==> config.mk <==
export PLATFORM = sky130hd
export DESIGN_NAME = uart_master_top
export DESIGN_NICKNAME = d
export VERILOG_FILES = /design/src/hdl/uart_cmd_pkg.sv /design/src/hdl/uart_resp_pkg.sv /design/src/hdl/uart_link_if.sv /design/src/hdl/uart_cmd_dispatch.sv /design/src/hdl/uart_channel.sv /design/src/hdl/uart_resp_arbiter.sv /design/src/hdl/uart_master_top.sv
export VERILOG_INCLUDE_DIRS = /design/src /design/src/hdl
export SDC_FILE = /design/constraint.sdc
export NUM_CORES = 1
export LEC_CHECK = 0
export BUFFER_PORTS_ARGS = -buffer_cell sky130_fd_sc_hd__buf_2
export CAP_MARGIN = 20
export CORE_ASPECT_RATIO = 0.9
export CORE_MARGIN = 1.5
export CORE_UTILIZATION = 45
export CTS_CLUSTER_DIAMETER = 150
export DETAILED_ROUTE_END_ITERATION = 8
export GPL_ROUTABILITY_DRIVEN = 0
export HOLD_SLACK_MARGIN = 0.08
export SETUP_SLACK_MARGIN = 0.05
export SLEW_MARGIN = 20
export SYNTH_ARGS = -nofsm -noshare
export SYNTH_HDL_FRONTEND = slang
export SYNTH_SLANG_ARGS = --single-unit
==> constraint.sdc <==
create_clock -name clk -period 6.2 [get_ports clk]
set_input_delay 0.31 -clock clk [delete_from_list [all_inputs] [get_ports clk]]
set_output_delay 0.31 -clock clk [all_outputs]
set_load 0.005 [all_outputs]
==> src/hdl/uart_settings.svh <==
`ifndef UART_SETTINGS_SVH
`define UART_SETTINGS_SVH

// Clocks per serial bit
`define UART_BIT_CYCLES 8

// Serial channels, one slave device each
`define UART_CHANNELS 2

// Bit times to wait for the start bit of a read reply
`define UART_READ_TIMEOUT_BITS 32

// Command word: write flag, 7-bit register address, data byte
`define UART_CMD_WIDTH 16

`endif

==> src/hdl/uart_cmd_pkg.sv <==
`default_nettype none

`include "uart_settings.svh"

package uart_cmd_pkg;

  localparam int CHAN_IDX_W = (`UART_CHANNELS > 1) ? $clog2(`UART_CHANNELS) : 1;

  // Start, 8 data bits, parity, stop
  localparam int FRAME_BITS = 11;

  // Bit 15 write flag, 14..8 address, 7..0 data
  typedef struct packed {
    logic       write;
    logic [6:0] addr;
    logic [7:0] wdata;
  } uart_cmd_t;

  typedef enum logic [3:0] {
    IDLE,
    ADDR_FRAME,
    GAP,
    DATA_FRAME,
    RX_WAIT,
    RX_FRAME,
    RESP_HOLD
  } uart_frame_state_e;

  typedef logic [CHAN_IDX_W-1:0] chan_idx_t;

endpackage

`default_nettype wire

==> src/hdl/uart_resp_pkg.sv <==
`default_nettype none

package uart_resp_pkg;

  // Parity is checked before the stop bit
  typedef enum logic [1:0] {
    OK,
    PARITY_ERR,
    FRAME_ERR,
    TIMEOUT
  } uart_status_e;

  typedef struct packed {
    logic [7:0]   data;
    uart_status_e status;
  } uart_resp_t;

endpackage

`default_nettype wire

==> src/hdl/uart_link_if.sv <==
`default_nettype none

// Command path from dispatcher to one channel
interface uart_cmd_if ();

  logic       valid;
  logic       ready;
  logic       write;
  logic [6:0] addr;
  logic [7:0] wdata;

  modport src (output valid, write, addr, wdata, input ready);
  modport dst (input valid, write, addr, wdata, output ready);

endinterface

// Read response from one channel to the arbiter
interface uart_resp_if
  import uart_resp_pkg::*;
();

  logic         valid;
  logic         ready;
  logic [7:0]   data;
  uart_status_e status;

  modport src (output valid, data, status, input ready);
  modport dst (input valid, data, status, output ready);

endinterface

`default_nettype wire

==> src/hdl/uart_cmd_dispatch.sv <==
`default_nettype none

`include "uart_settings.svh"

module uart_cmd_dispatch
  import uart_cmd_pkg::*;
(
  input  wire logic                       cmd_valid,
  input  wire chan_idx_t                  cmd_chan,
  input  wire logic [`UART_CMD_WIDTH-1:0] cmd_data,
  output logic                            cmd_ready,
  uart_cmd_if.src                         chan [`UART_CHANNELS]
);

  uart_cmd_t                 cmd;
  logic [`UART_CHANNELS-1:0] ready_vec;

  assign cmd = uart_cmd_t'(cmd_data);

  // Fields go to every channel, only the selected one sees valid
  for (genvar i = 0; i < `UART_CHANNELS; i++)
  begin : g_chan
    assign chan[i].valid = cmd_valid && (cmd_chan == chan_idx_t'(i));
    assign chan[i].write = cmd.write;
    assign chan[i].addr  = cmd.addr;
    assign chan[i].wdata = cmd.wdata;

    assign ready_vec[i] = chan[i].ready;
  end

  // Ready follows the selected channel even without valid
  assign cmd_ready = ready_vec[cmd_chan];

endmodule

`default_nettype wire

==> src/hdl/uart_channel.sv <==
`default_nettype none

`include "uart_settings.svh"

module uart_channel
  import uart_cmd_pkg::*;
  import uart_resp_pkg::*;
(
  input  wire logic clk,
  input  wire logic rst_n,
  input  wire logic rx,
  output logic      tx,
  uart_cmd_if.dst   cmd,
  uart_resp_if.src  resp
);

  localparam int BIT_CYCLES = `UART_BIT_CYCLES;
  localparam int BAUD_W     = $clog2(BIT_CYCLES);
  // Two cycles of synchronizer delay already sit in front of the sample
  localparam int HALF       = (BIT_CYCLES >= 4) ? BIT_CYCLES / 2 - 2 : 0;
  localparam int TMO_W      = $clog2(`UART_READ_TIMEOUT_BITS + 1);

  uart_frame_state_e state;
  logic [BAUD_W-1:0] baud_cnt;
  logic [3:0]        bit_cnt;
  logic [TMO_W-1:0]  tmo_cnt;
  logic              rx_meta;
  logic              rx_s;

  logic              write_q;
  logic [7:0]        wdata_q;
  logic [7:0]        byte_q;
  logic              par_q;
  logic [7:0]        rx_byte;
  logic              rx_par;
  uart_resp_t        resp_q;

  logic              bit_end;
  logic              mid_bit;
  logic              frame_last;
  logic              tmo_last;

  assign bit_end    = baud_cnt == BAUD_W'(BIT_CYCLES - 1);
  assign mid_bit    = baud_cnt == BAUD_W'(HALF);
  assign frame_last = bit_cnt == 4'(FRAME_BITS - 1);
  assign tmo_last   = tmo_cnt == TMO_W'(`UART_READ_TIMEOUT_BITS - 1);

  assign cmd.ready   = state == IDLE;
  assign resp.valid  = state == RESP_HOLD;
  assign resp.data   = resp_q.data;
  assign resp.status = resp_q.status;

  always_ff @(posedge clk or negedge rst_n)
  begin
    if (!rst_n)
    begin
      rx_meta <= 1'b1;
      rx_s    <= 1'b1;
    end
    else
    begin
      rx_meta <= rx;
      rx_s    <= rx_meta;
    end
  end

  // Control: state, line driver and counters
  always_ff @(posedge clk or negedge rst_n)
  begin
    if (!rst_n)
    begin
      state    <= IDLE;
      tx       <= 1'b1;
      baud_cnt <= '0;
      bit_cnt  <= '0;
      tmo_cnt  <= '0;
    end
    else
    begin
      if (state == IDLE || state == RESP_HOLD || bit_end)
        baud_cnt <= '0;
      else
        baud_cnt <= baud_cnt + 1'b1;

      case (state)
        IDLE:
          if (cmd.valid)
          begin
            state   <= ADDR_FRAME;
            tx      <= 1'b0;
            bit_cnt <= '0;
          end
        ADDR_FRAME, DATA_FRAME:
          if (bit_end)
          begin
            bit_cnt <= bit_cnt + 1'b1;
            if (frame_last)
            begin
              if (state == DATA_FRAME)
                state <= IDLE;
              else if (write_q)
                state <= GAP;
              else
              begin
                state   <= RX_WAIT;
                tmo_cnt <= '0;
              end
            end
            else if (bit_cnt < 4'd8)
              tx <= byte_q[0];
            else if (bit_cnt == 4'd8)
              tx <= par_q;
            else
              tx <= 1'b1;
          end
        GAP:
          if (bit_end)
          begin
            state   <= DATA_FRAME;
            tx      <= 1'b0;
            bit_cnt <= '0;
          end
        RX_WAIT:
          if (!rx_s)
          begin
            // Realign the bit clock to the falling edge
            state    <= RX_FRAME;
            baud_cnt <= '0;
            bit_cnt  <= '0;
          end
          else if (bit_end)
          begin
            tmo_cnt <= tmo_cnt + 1'b1;
            if (tmo_last)
              state <= RESP_HOLD;
          end
        RX_FRAME:
          if (mid_bit && frame_last)
            state <= RESP_HOLD;
          else if (bit_end)
            bit_cnt <= bit_cnt + 1'b1;
        RESP_HOLD:
          if (resp.ready)
            state <= IDLE;
        default:
          state <= IDLE;
      endcase
    end
  end

  // Datapath: shift registers, parity and the held response
  always_ff @(posedge clk)
  begin
    case (state)
      IDLE:
        if (cmd.valid)
        begin
          write_q <= cmd.write;
          wdata_q <= cmd.wdata;
          byte_q  <= {cmd.write, cmd.addr};
          par_q   <= 1'b0;
        end
      ADDR_FRAME, DATA_FRAME:
        if (bit_end && bit_cnt < 4'd8)
        begin
          byte_q <= {1'b0, byte_q[7:1]};
          par_q  <= par_q ^ byte_q[0];
        end
      GAP:
        if (bit_end)
        begin
          byte_q <= wdata_q;
          par_q  <= 1'b0;
        end
      RX_WAIT:
        if (!rx_s)
          rx_par <= 1'b0;
        else if (bit_end && tmo_last)
        begin
          resp_q.data   <= 8'h00;
          resp_q.status <= TIMEOUT;
        end
      RX_FRAME:
        if (mid_bit)
        begin
          if (frame_last)
          begin
            resp_q.data <= rx_byte;
            if (rx_par)
              resp_q.status <= PARITY_ERR;
            else if (!rx_s)
              resp_q.status <= FRAME_ERR;
            else
              resp_q.status <= OK;
          end
          else if (bit_cnt != 4'd0)
            rx_par <= rx_par ^ rx_s;
          // Data arrives LSB first
          if (bit_cnt >= 4'd1 && bit_cnt <= 4'd8)
            rx_byte <= {rx_s, rx_byte[7:1]};
        end
      default:
        ;
    endcase
  end

endmodule

`default_nettype wire

==> src/hdl/uart_resp_arbiter.sv <==
`default_nettype none

`include "uart_settings.svh"

module uart_resp_arbiter
  import uart_cmd_pkg::*;
  import uart_resp_pkg::*;
(
  input  wire logic   clk,
  input  wire logic   rst_n,
  input  wire logic   read_ready,
  uart_resp_if.dst    chan [`UART_CHANNELS],
  output logic        read_valid,
  output logic [7:0]  read_data,
  output uart_status_e read_status,
  output chan_idx_t   read_chan
);

  localparam int N = `UART_CHANNELS;

  logic [N-1:0] valid_vec;
  logic [7:0]   data_vec [N];
  uart_status_e status_vec [N];
  chan_idx_t    ptr;
  chan_idx_t    search;
  chan_idx_t    grant;
  chan_idx_t    grant_q;
  logic         locked;

  for (genvar i = 0; i < N; i++)
  begin : g_chan
    assign valid_vec[i]  = chan[i].valid;
    assign data_vec[i]   = chan[i].data;
    assign status_vec[i] = chan[i].status;
    assign chan[i].ready = read_valid && read_ready && (grant == chan_idx_t'(i));
  end

  // Walk backwards so the nearest valid channel at or after ptr wins
  always_comb
  begin
    search = ptr;
    for (int k = N - 1; k >= 0; k--)
    begin
      if (valid_vec[(int'(ptr) + k) % N])
        search = chan_idx_t'((int'(ptr) + k) % N);
    end
  end

  // A stalled grant stays put until read_ready
  assign grant = locked ? grant_q : search;

  assign read_valid  = valid_vec[grant];
  assign read_data   = data_vec[grant];
  assign read_status = status_vec[grant];
  assign read_chan   = grant;

  always_ff @(posedge clk or negedge rst_n)
  begin
    if (!rst_n)
    begin
      ptr     <= '0;
      grant_q <= '0;
      locked  <= 1'b0;
    end
    else
    begin
      locked  <= read_valid && !read_ready;
      grant_q <= grant;
      if (read_valid && read_ready)
        ptr <= chan_idx_t'((int'(grant) + 1) % N);
    end
  end

endmodule

`default_nettype wire

==> src/hdl/uart_master_top.sv <==
`default_nettype none

`include "uart_settings.svh"

module uart_master_top
  import uart_cmd_pkg::*;
  import uart_resp_pkg::*;
(
  input  wire logic                       clk,
  input  wire logic                       rst_n,

  input  wire logic                       cmd_valid,
  output logic                            cmd_ready,
  input  wire chan_idx_t                  cmd_chan,
  input  wire logic [`UART_CMD_WIDTH-1:0] cmd_data,

  output logic                            read_valid,
  input  wire logic                       read_ready,
  output logic [7:0]                      read_data,
  output uart_status_e                    read_status,
  output chan_idx_t                       read_chan,

  output logic [`UART_CHANNELS-1:0]       tx,
  input  wire logic [`UART_CHANNELS-1:0]  rx
);

  uart_cmd_if  cmd_if  [`UART_CHANNELS] ();
  uart_resp_if resp_if [`UART_CHANNELS] ();

  uart_cmd_dispatch u_dispatch (
    .cmd_valid (cmd_valid),
    .cmd_chan  (cmd_chan),
    .cmd_data  (cmd_data),
    .cmd_ready (cmd_ready),
    .chan      (cmd_if)
  );

  // One engine per serial line
  for (genvar i = 0; i < `UART_CHANNELS; i++)
  begin : g_chan
    uart_channel u_channel (
      .clk   (clk),
      .rst_n (rst_n),
      .rx    (rx[i]),
      .tx    (tx[i]),
      .cmd   (cmd_if[i]),
      .resp  (resp_if[i])
    );
  end

  uart_resp_arbiter u_arbiter (
    .clk         (clk),
    .rst_n       (rst_n),
    .read_ready  (read_ready),
    .chan        (resp_if),
    .read_valid  (read_valid),
    .read_data   (read_data),
    .read_status (read_status),
    .read_chan   (read_chan)
  );

endmodule

`default_nettype wire

# Word-level counts from Yosys, hierarchy flattened
# Index checks and enable logic that the tools add are counted.
[classes] n_lt_le_gt_ge=11 eq_ne=64 n_bitwise=8 muxes=124 add_sub_neg=8 reduce_logical=51
[ops] op="$mux 4" count=30
[ops] op="$mux 10" count=8
[ops] op="$mux 6" count=12
[ops] op="$mux 8" count=9
[ops] op="$pmux 4 s6" count=2
[ops] op="$pmux 8 s3" count=2
[ops] op="$ne 2x1->1 const B" count=22
[ops] op="$pmux 10 s2" count=2
[ops] op="$pmux 4 s5" count=2
[ops] op="$reduce_and 5->1" count=8
[ops] op="$mux 1" count=34
[ops] op="$ne 2x2->1 const B" count=16
[ops] op="$eq 4x3->1 const B" count=6
[ops] op="$mux 3" count=8
[ops] op="$pmux 6 s2" count=2
[ops] op="$eq 4x2->1 const B" count=4
[ops] op="$eq 4x4->1 const B" count=4
[ops] op="$reduce_and 8->1" count=2
[ops] op="$logic_and 1x1->1" count=14
[ops] op="$mux 2" count=7
[ops] op="$reduce_and 7->1" count=2
[ops] op="$add 6x1->6 const B" count=2
[ops] op="$eq 6x5->1 const B" count=2
[ops] op="$ne 3x3->1 const B" count=4
[ops] op="29 further kinds" count=62
[word_totals] wordCells=299 inputBits=23 reg_bits=117 out_inout_bits=15

# Longest topological paths before layout
[logic_depth] ltp_word=14 depth_mapped=7 mapped_depth_nobuf=7

# Modules after synthesis
# A second synthesis with hierarchy kept.
[unflattened] cells_unflattened=575 hier_area_um2=6233.5
[modules_own_cells] module="uart_channel at g_chan[1].u_channel" instances=1 seq_area_each_um2=1590.3 cells_each=238 area_each_um2=2743.9
[modules_own_cells] module="uart_channel at g_chan[0].u_channel" instances=1 seq_area_each_um2=1590.3 cells_each=235 area_each_um2=2717.6
[modules_own_cells] module="uart_resp_arbiter" instances=1 seq_area_each_um2=75.1 cells_each=67 area_each_um2=500.5
[modules_own_cells] module="uart_cmd_dispatch" instances=1 seq_area_each_um2=0.0 cells_each=35 area_each_um2=271.5

# Worst setup path after synthesis
# No wires, ideal clock.
[synth_path] path_kind="flip-flop to flip-flop" startpoint="reg g_chan[1].u_channel.state[0]" endpoint="reg g_chan[1].u_channel.wdata_q[0] (enable)" setup_time_ns=0.399 arrival_time_ns=1.905 required_time_ns=5.801 path_buffers=3 slack_ns=3.896 path_stages_with_launch=5 synth_period_minus_slack_ns=2.304 cell_sequence="dfrtp_1 buf_6 buf_2 buf_2 nor4_1"
[synth_via] elab_chain_cells=2
[synth_rtl] item="start, declared" line="uart_channel.sv:23" source="uart_frame_state_e state;"
[synth_rtl] item="start signal, assigned" line="uart_channel.sv:72" source="state <= IDLE;"
[synth_rtl] item="start signal, assigned" line="uart_channel.sv:89" source="state <= ADDR_FRAME;"
[synth_rtl] item="start signal, assigned" line="uart_channel.sv:100" source="state <= IDLE;"
[synth_rtl] item="$logic_not 4->1" line="uart_channel.sv:154" source="case (state)"
[synth_rtl] item="$reduce_and 2->1 (no line)"
[synth_rtl] item="end signal, assigned" line="uart_channel.sv:159" source="wdata_q <= cmd.wdata;"
[synth_rtl] item="end, declared" line="uart_channel.sv:31" source="logic [7:0] wdata_q;"
# Every way passes these cells.
# A chain may end at the register's enable or synchronous reset.

# Worst setup path in the final report
[layout_path] startpoint="reg g_chan[0].u_channel.state[0]" endpoint="out read_data[7]"
[layout_via] elab_chain_cells=11 elab_cells_between_ends=13 classes_between="eq/ne: 1; mux: 11; bitwise: 1"
[layout_rtl] item="start, declared" line="uart_channel.sv:23"
[layout_rtl] item="start signal, assigned" line="uart_channel.sv:72"
[layout_rtl] item="start signal, assigned" line="uart_channel.sv:89"
[layout_rtl] item="start signal, assigned" line="uart_channel.sv:100"
[layout_rtl] item="$eq 4x3->1 *" line="uart_channel.sv:49" source="assign resp.valid = state == RESP_HOLD;"
[layout_rtl] item="$mux 1 (implied by the code) (3 in a row)" line="uart_resp_arbiter.sv:44" source="if (valid_vec[(int'(ptr) + k) % N])"
[layout_rtl] item="$mux 1" line="uart_resp_arbiter.sv:44"
[layout_rtl] item="$mux 1 *" line="uart_resp_arbiter.sv:44"
[layout_rtl] item="$mux 1 *" line="uart_resp_arbiter.sv:50" source="assign grant = locked ? grant_q : search;"
[layout_rtl] item="$not 1->2 (implied by the code) *" line="uart_resp_arbiter.sv:53" source="assign read_data = data_vec[grant];"
[layout_rtl] item="$mux 8 (implied by the code) * (3 in a row)" line="uart_resp_arbiter.sv:53"
[layout_rtl] item="end, declared" line="uart_master_top.sv:19" source="output logic [7:0] read_data,"
# Every way passes the cells marked *; elsewhere a longest branch is shown, timed or not. The select of a mux whose other input is x is not followed.

==> results.tsv <==
stage	metric	value	unit
status	status	complete, no violations	
route	vias	3830	
sta	min_period	3.20	ns
floorplan	die_y	109	um
yosys	synth_edf_count	74	
route	post_drt_wl_per_cell	16.6	um
power	ir_drop	171	uV
setup_path	worst-endpoint-arrival	2.89	ns
yosys	synth_flop_cell	edfxtp_1	
cts	clk_pin_slew_worst_paths	0.05	ns
power	p_leak	2.56	nW
final_layout	nNetsFinal	567	
cts	cts_buffers	17	
sta	tightest_slew	0.994	ns
route	m1WireLength	5530	um
setup_path	reg2reg_slack	3.64	ns
global_routing	antenna_found_initial	0	
yosys	ys_ff_latch	115	
cts	cts_setup_buffers	0	
global_routing	grt_use_total	19.3	%
sta	rsz0062_at_grt	false	
sta	finalHoldViolCount	0	
setup_path	cp.required	5.89	ns
power	powerDensity	270	nW/um^2
route	post-route-drc-count	0	
placement	io_buffers	37	
setup_path	crit_path_start_kind	flip-flop	
floorplan	initial_core_util	46.4	%
cts	clkSinkCount	115	
yosys	syn_inst	484	
yosys	yosysSeqAreaShare	57.6	%
yosys	syn_area	5650	um^2
route	antenna_left	0	
cts	tritoncts	done	
global_routing	grt_max_degree	42	
setup_path	r2r_cells	3	
hold_path	hold_class	in -> reg	
cts	clockBufferDepth	2	
cts	clk-insertion-delay-late	0.41	ns
route	wl	11500	um
route	maxUsedRoutingLayer	met4	
global_routing	grt_overflow_total	0	
route	viasPerCell	5.49	
sta	fin_skew	0.00933	ns
job	maxCapViolations	0	
final_layout	area.growth.synth_to_final	15.9	%
final_layout	drive_gt1_share	17.5	%
sta	setup_viol	0	
yosys	synthArstFlopShare	35.7	%
final_layout	diodes	0	
final_layout	final_util	53.8	%
global_routing	grt_pass1_wl	19300	um
yosys	synth-warning-count	0	
global_routing	first_global_vias	3808	
floorplan	die_x	121	um
sta	fmax	312	MHz
yosys	synth.avg_cell_area	11.7	um^2
setup_path	crit_path_max_fanout	29	
placement	placed_cells_incl_taps	662	
power	total_power	1.77	mW
sta	setup_tns	0	ns
hold_path	worstHoldStart	cmd_data[4]	
floorplan	die-area	13200	um^2
cts	h-tree-depth	4	
setup_path	crit_path_end_kind	output port	
cts	cts_root_buffer	clkbuf_16	
yosys	synth_nets	527	
placement	place_ws	3.06	ns
cts	hold_buffers	3	
cts	cts_resized	0	
setup_path	rr_endpoint	g_chan[0].u_channel.rx_byte[6]$_DFFE_PP_	
sta	fin_crit_sh	51.7	%
final_layout	instances_no_fill	697	
sta	setup_ws	3.00	ns
floorplan	core_area	12200	um^2
floorplan	rows	38	
floorplan	num_io_pins	38	
setup_path	rr_startpoint	g_chan[0].u_channel.state[0]$_DFFE_PN0P_	
yosys	synth_cell_type_count	72	
hold_path	worstHoldEndpoint	g_chan[1].u_channel.wdata_q[4]$_DFFE_PP_	
route	drtIter0Drc	224	
route	dr.pass1.iters	5	
placement	hpwl	8060	um
sta	maxSlewViolCount	0	
sta	slew_headroom	33.7	%
route	met3_length	588	um
setup_path	worstSetupPathType	reg -> out	
route	dr_wl_met2	5300	um
hold_path	worst_hold_path.num_cells	1	
-- synthesized netlist by cell type (all sizes together), types with 8 or more instances --
cell type,count,share of area [%]
a21oi,15,1.3
nand3,9,0.80
nand2b,17,1.9
nor2,29,1.9
nand2,46,3.1
dfrtp,35,15
and2,20,2.2
inv,19,1.3
ha,20,4.4
a22oi,19,2.5
buf,16,1.7
o21ai,48,4.5
edfxtp,74,39
mux2,11,2.2
o31ai,8,1.6
-- flip-flops by register name, indices dropped and copies added (netlist names), 2 cells and up --
name                          flops
g_chan.u_channel.resp.status      4
g_chan.u_channel.rx_par           2
g_chan.u_channel.resp.data       16
g_chan.u_channel.tx               2
g_chan.u_channel.bit_cnt          8
g_chan.u_channel.tmo_cnt         12
g_chan.u_channel.par_q            2
g_chan.u_channel.wdata_q         16
g_chan.u_channel.byte_q          16
g_chan.u_channel.rx_meta          2
g_chan.u_channel.rx_byte         16
g_chan.u_channel.rx_s             2
g_chan.u_channel.baud_cnt         6
g_chan.u_channel.state            6
g_chan.u_channel.write_q          2
-- stage by stage --
stage	hold WS (ns)	area (um^2)
after floorplan	0.0144	5650
after global placement	0.345	5940
after detailed placement	0.347	5940
after CTS	0.0859	6530
after global routing	0.0920	6550
final	0.101	6550
-- critical path: stages, from the launching register on --
cell and delay (ns):
dfrtp_1 0.92, nand3b_1 0.31, nor2_1 0.11, o31ai_4 0.60, mux2_2 0.42, buf_2 0.13
-- area by class of cell --
| cell class | count | area, um^2 |
|---|---|---|
| Timing Repair Buffer | 43 | 238 |
| Clock buffer | 26 | 479 |
| Multi-Input combinational cell | 327 | 2220 |
| Inverter | 20 | 75.1 |
| Sequential cell | 115 | 3260 |
| Clock inverter | 6 | 82.6 |
| Tap cell | 160 | 200 |
| Fill cell | 1068 | 5620 |
-- report_power, final --
part           internal [mW]  total (mW)  leakage [nW]  switching (mW)
combinational        0.00819      0.0224          1.11          0.0142
sequential             0.817       0.818          1.18         0.00144
clock                  0.610       0.926         0.272           0.316
-- layer usage --
layer	GRT usage, %	up-vias
met5	0	-
met1	26.5	1864
met2	29.6	90
met4	7.23	0
met3	4.98	10
li1	-	1866
-- cells by family after synthesis --
| group | synth area share, % |
|---|---|
| AOI/OAI and AO/OA | 15.5 |
| xor gates and xnor gates | 0.310 |
| muxes | 2.72 |
| and+or+nand+nor | 16.0 |
| adders and majority gates | 4.43 |
| DFF | 57.6 |
| buffers and inverters | 3.47 |
-- worst max-delay path by stage --
stage	start	end
final	g_chan[0].u_channel.state[0]$_DFFE_PN0P_	read_data[7]
after global routing	g_chan[0].u_channel.state[0]$_DFFE_PN0P_	read_data[7]
after CTS	g_chan[1].u_channel.state[0]$_DFFE_PN0P_	read_data[7]
after detailed placement	g_chan[1].u_channel.state[0]$_DFFE_PN0P_	g_chan[1].u_channel.rx_byte[0]$_DFFE_PP_
after global placement	g_chan[1].u_channel.state[0]$_DFFE_PN0P_	read_data[7]
after floorplan	g_chan[1].u_channel.state[0]$_DFFE_PN0P_	g_chan[1].u_channel.wdata_q[0]$_DFFE_PP_
-- cell usage in the layout, fill, tap and decap left out, types with 15 or more instances in the layout --
cell / count
edfxtp_1: 74
nand2_1: 46
o21ai_0: 37
buf_2: 37
dfrtp_1: 34
nor2_1: 29
and2_1: 20
ha_1: 20
a22oi_1: 19
inv_1: 18
nand2b_1: 17
clkbuf_16: 17
a21oi_1: 15
No activity file was read; power rests on OpenSTA's default activity.
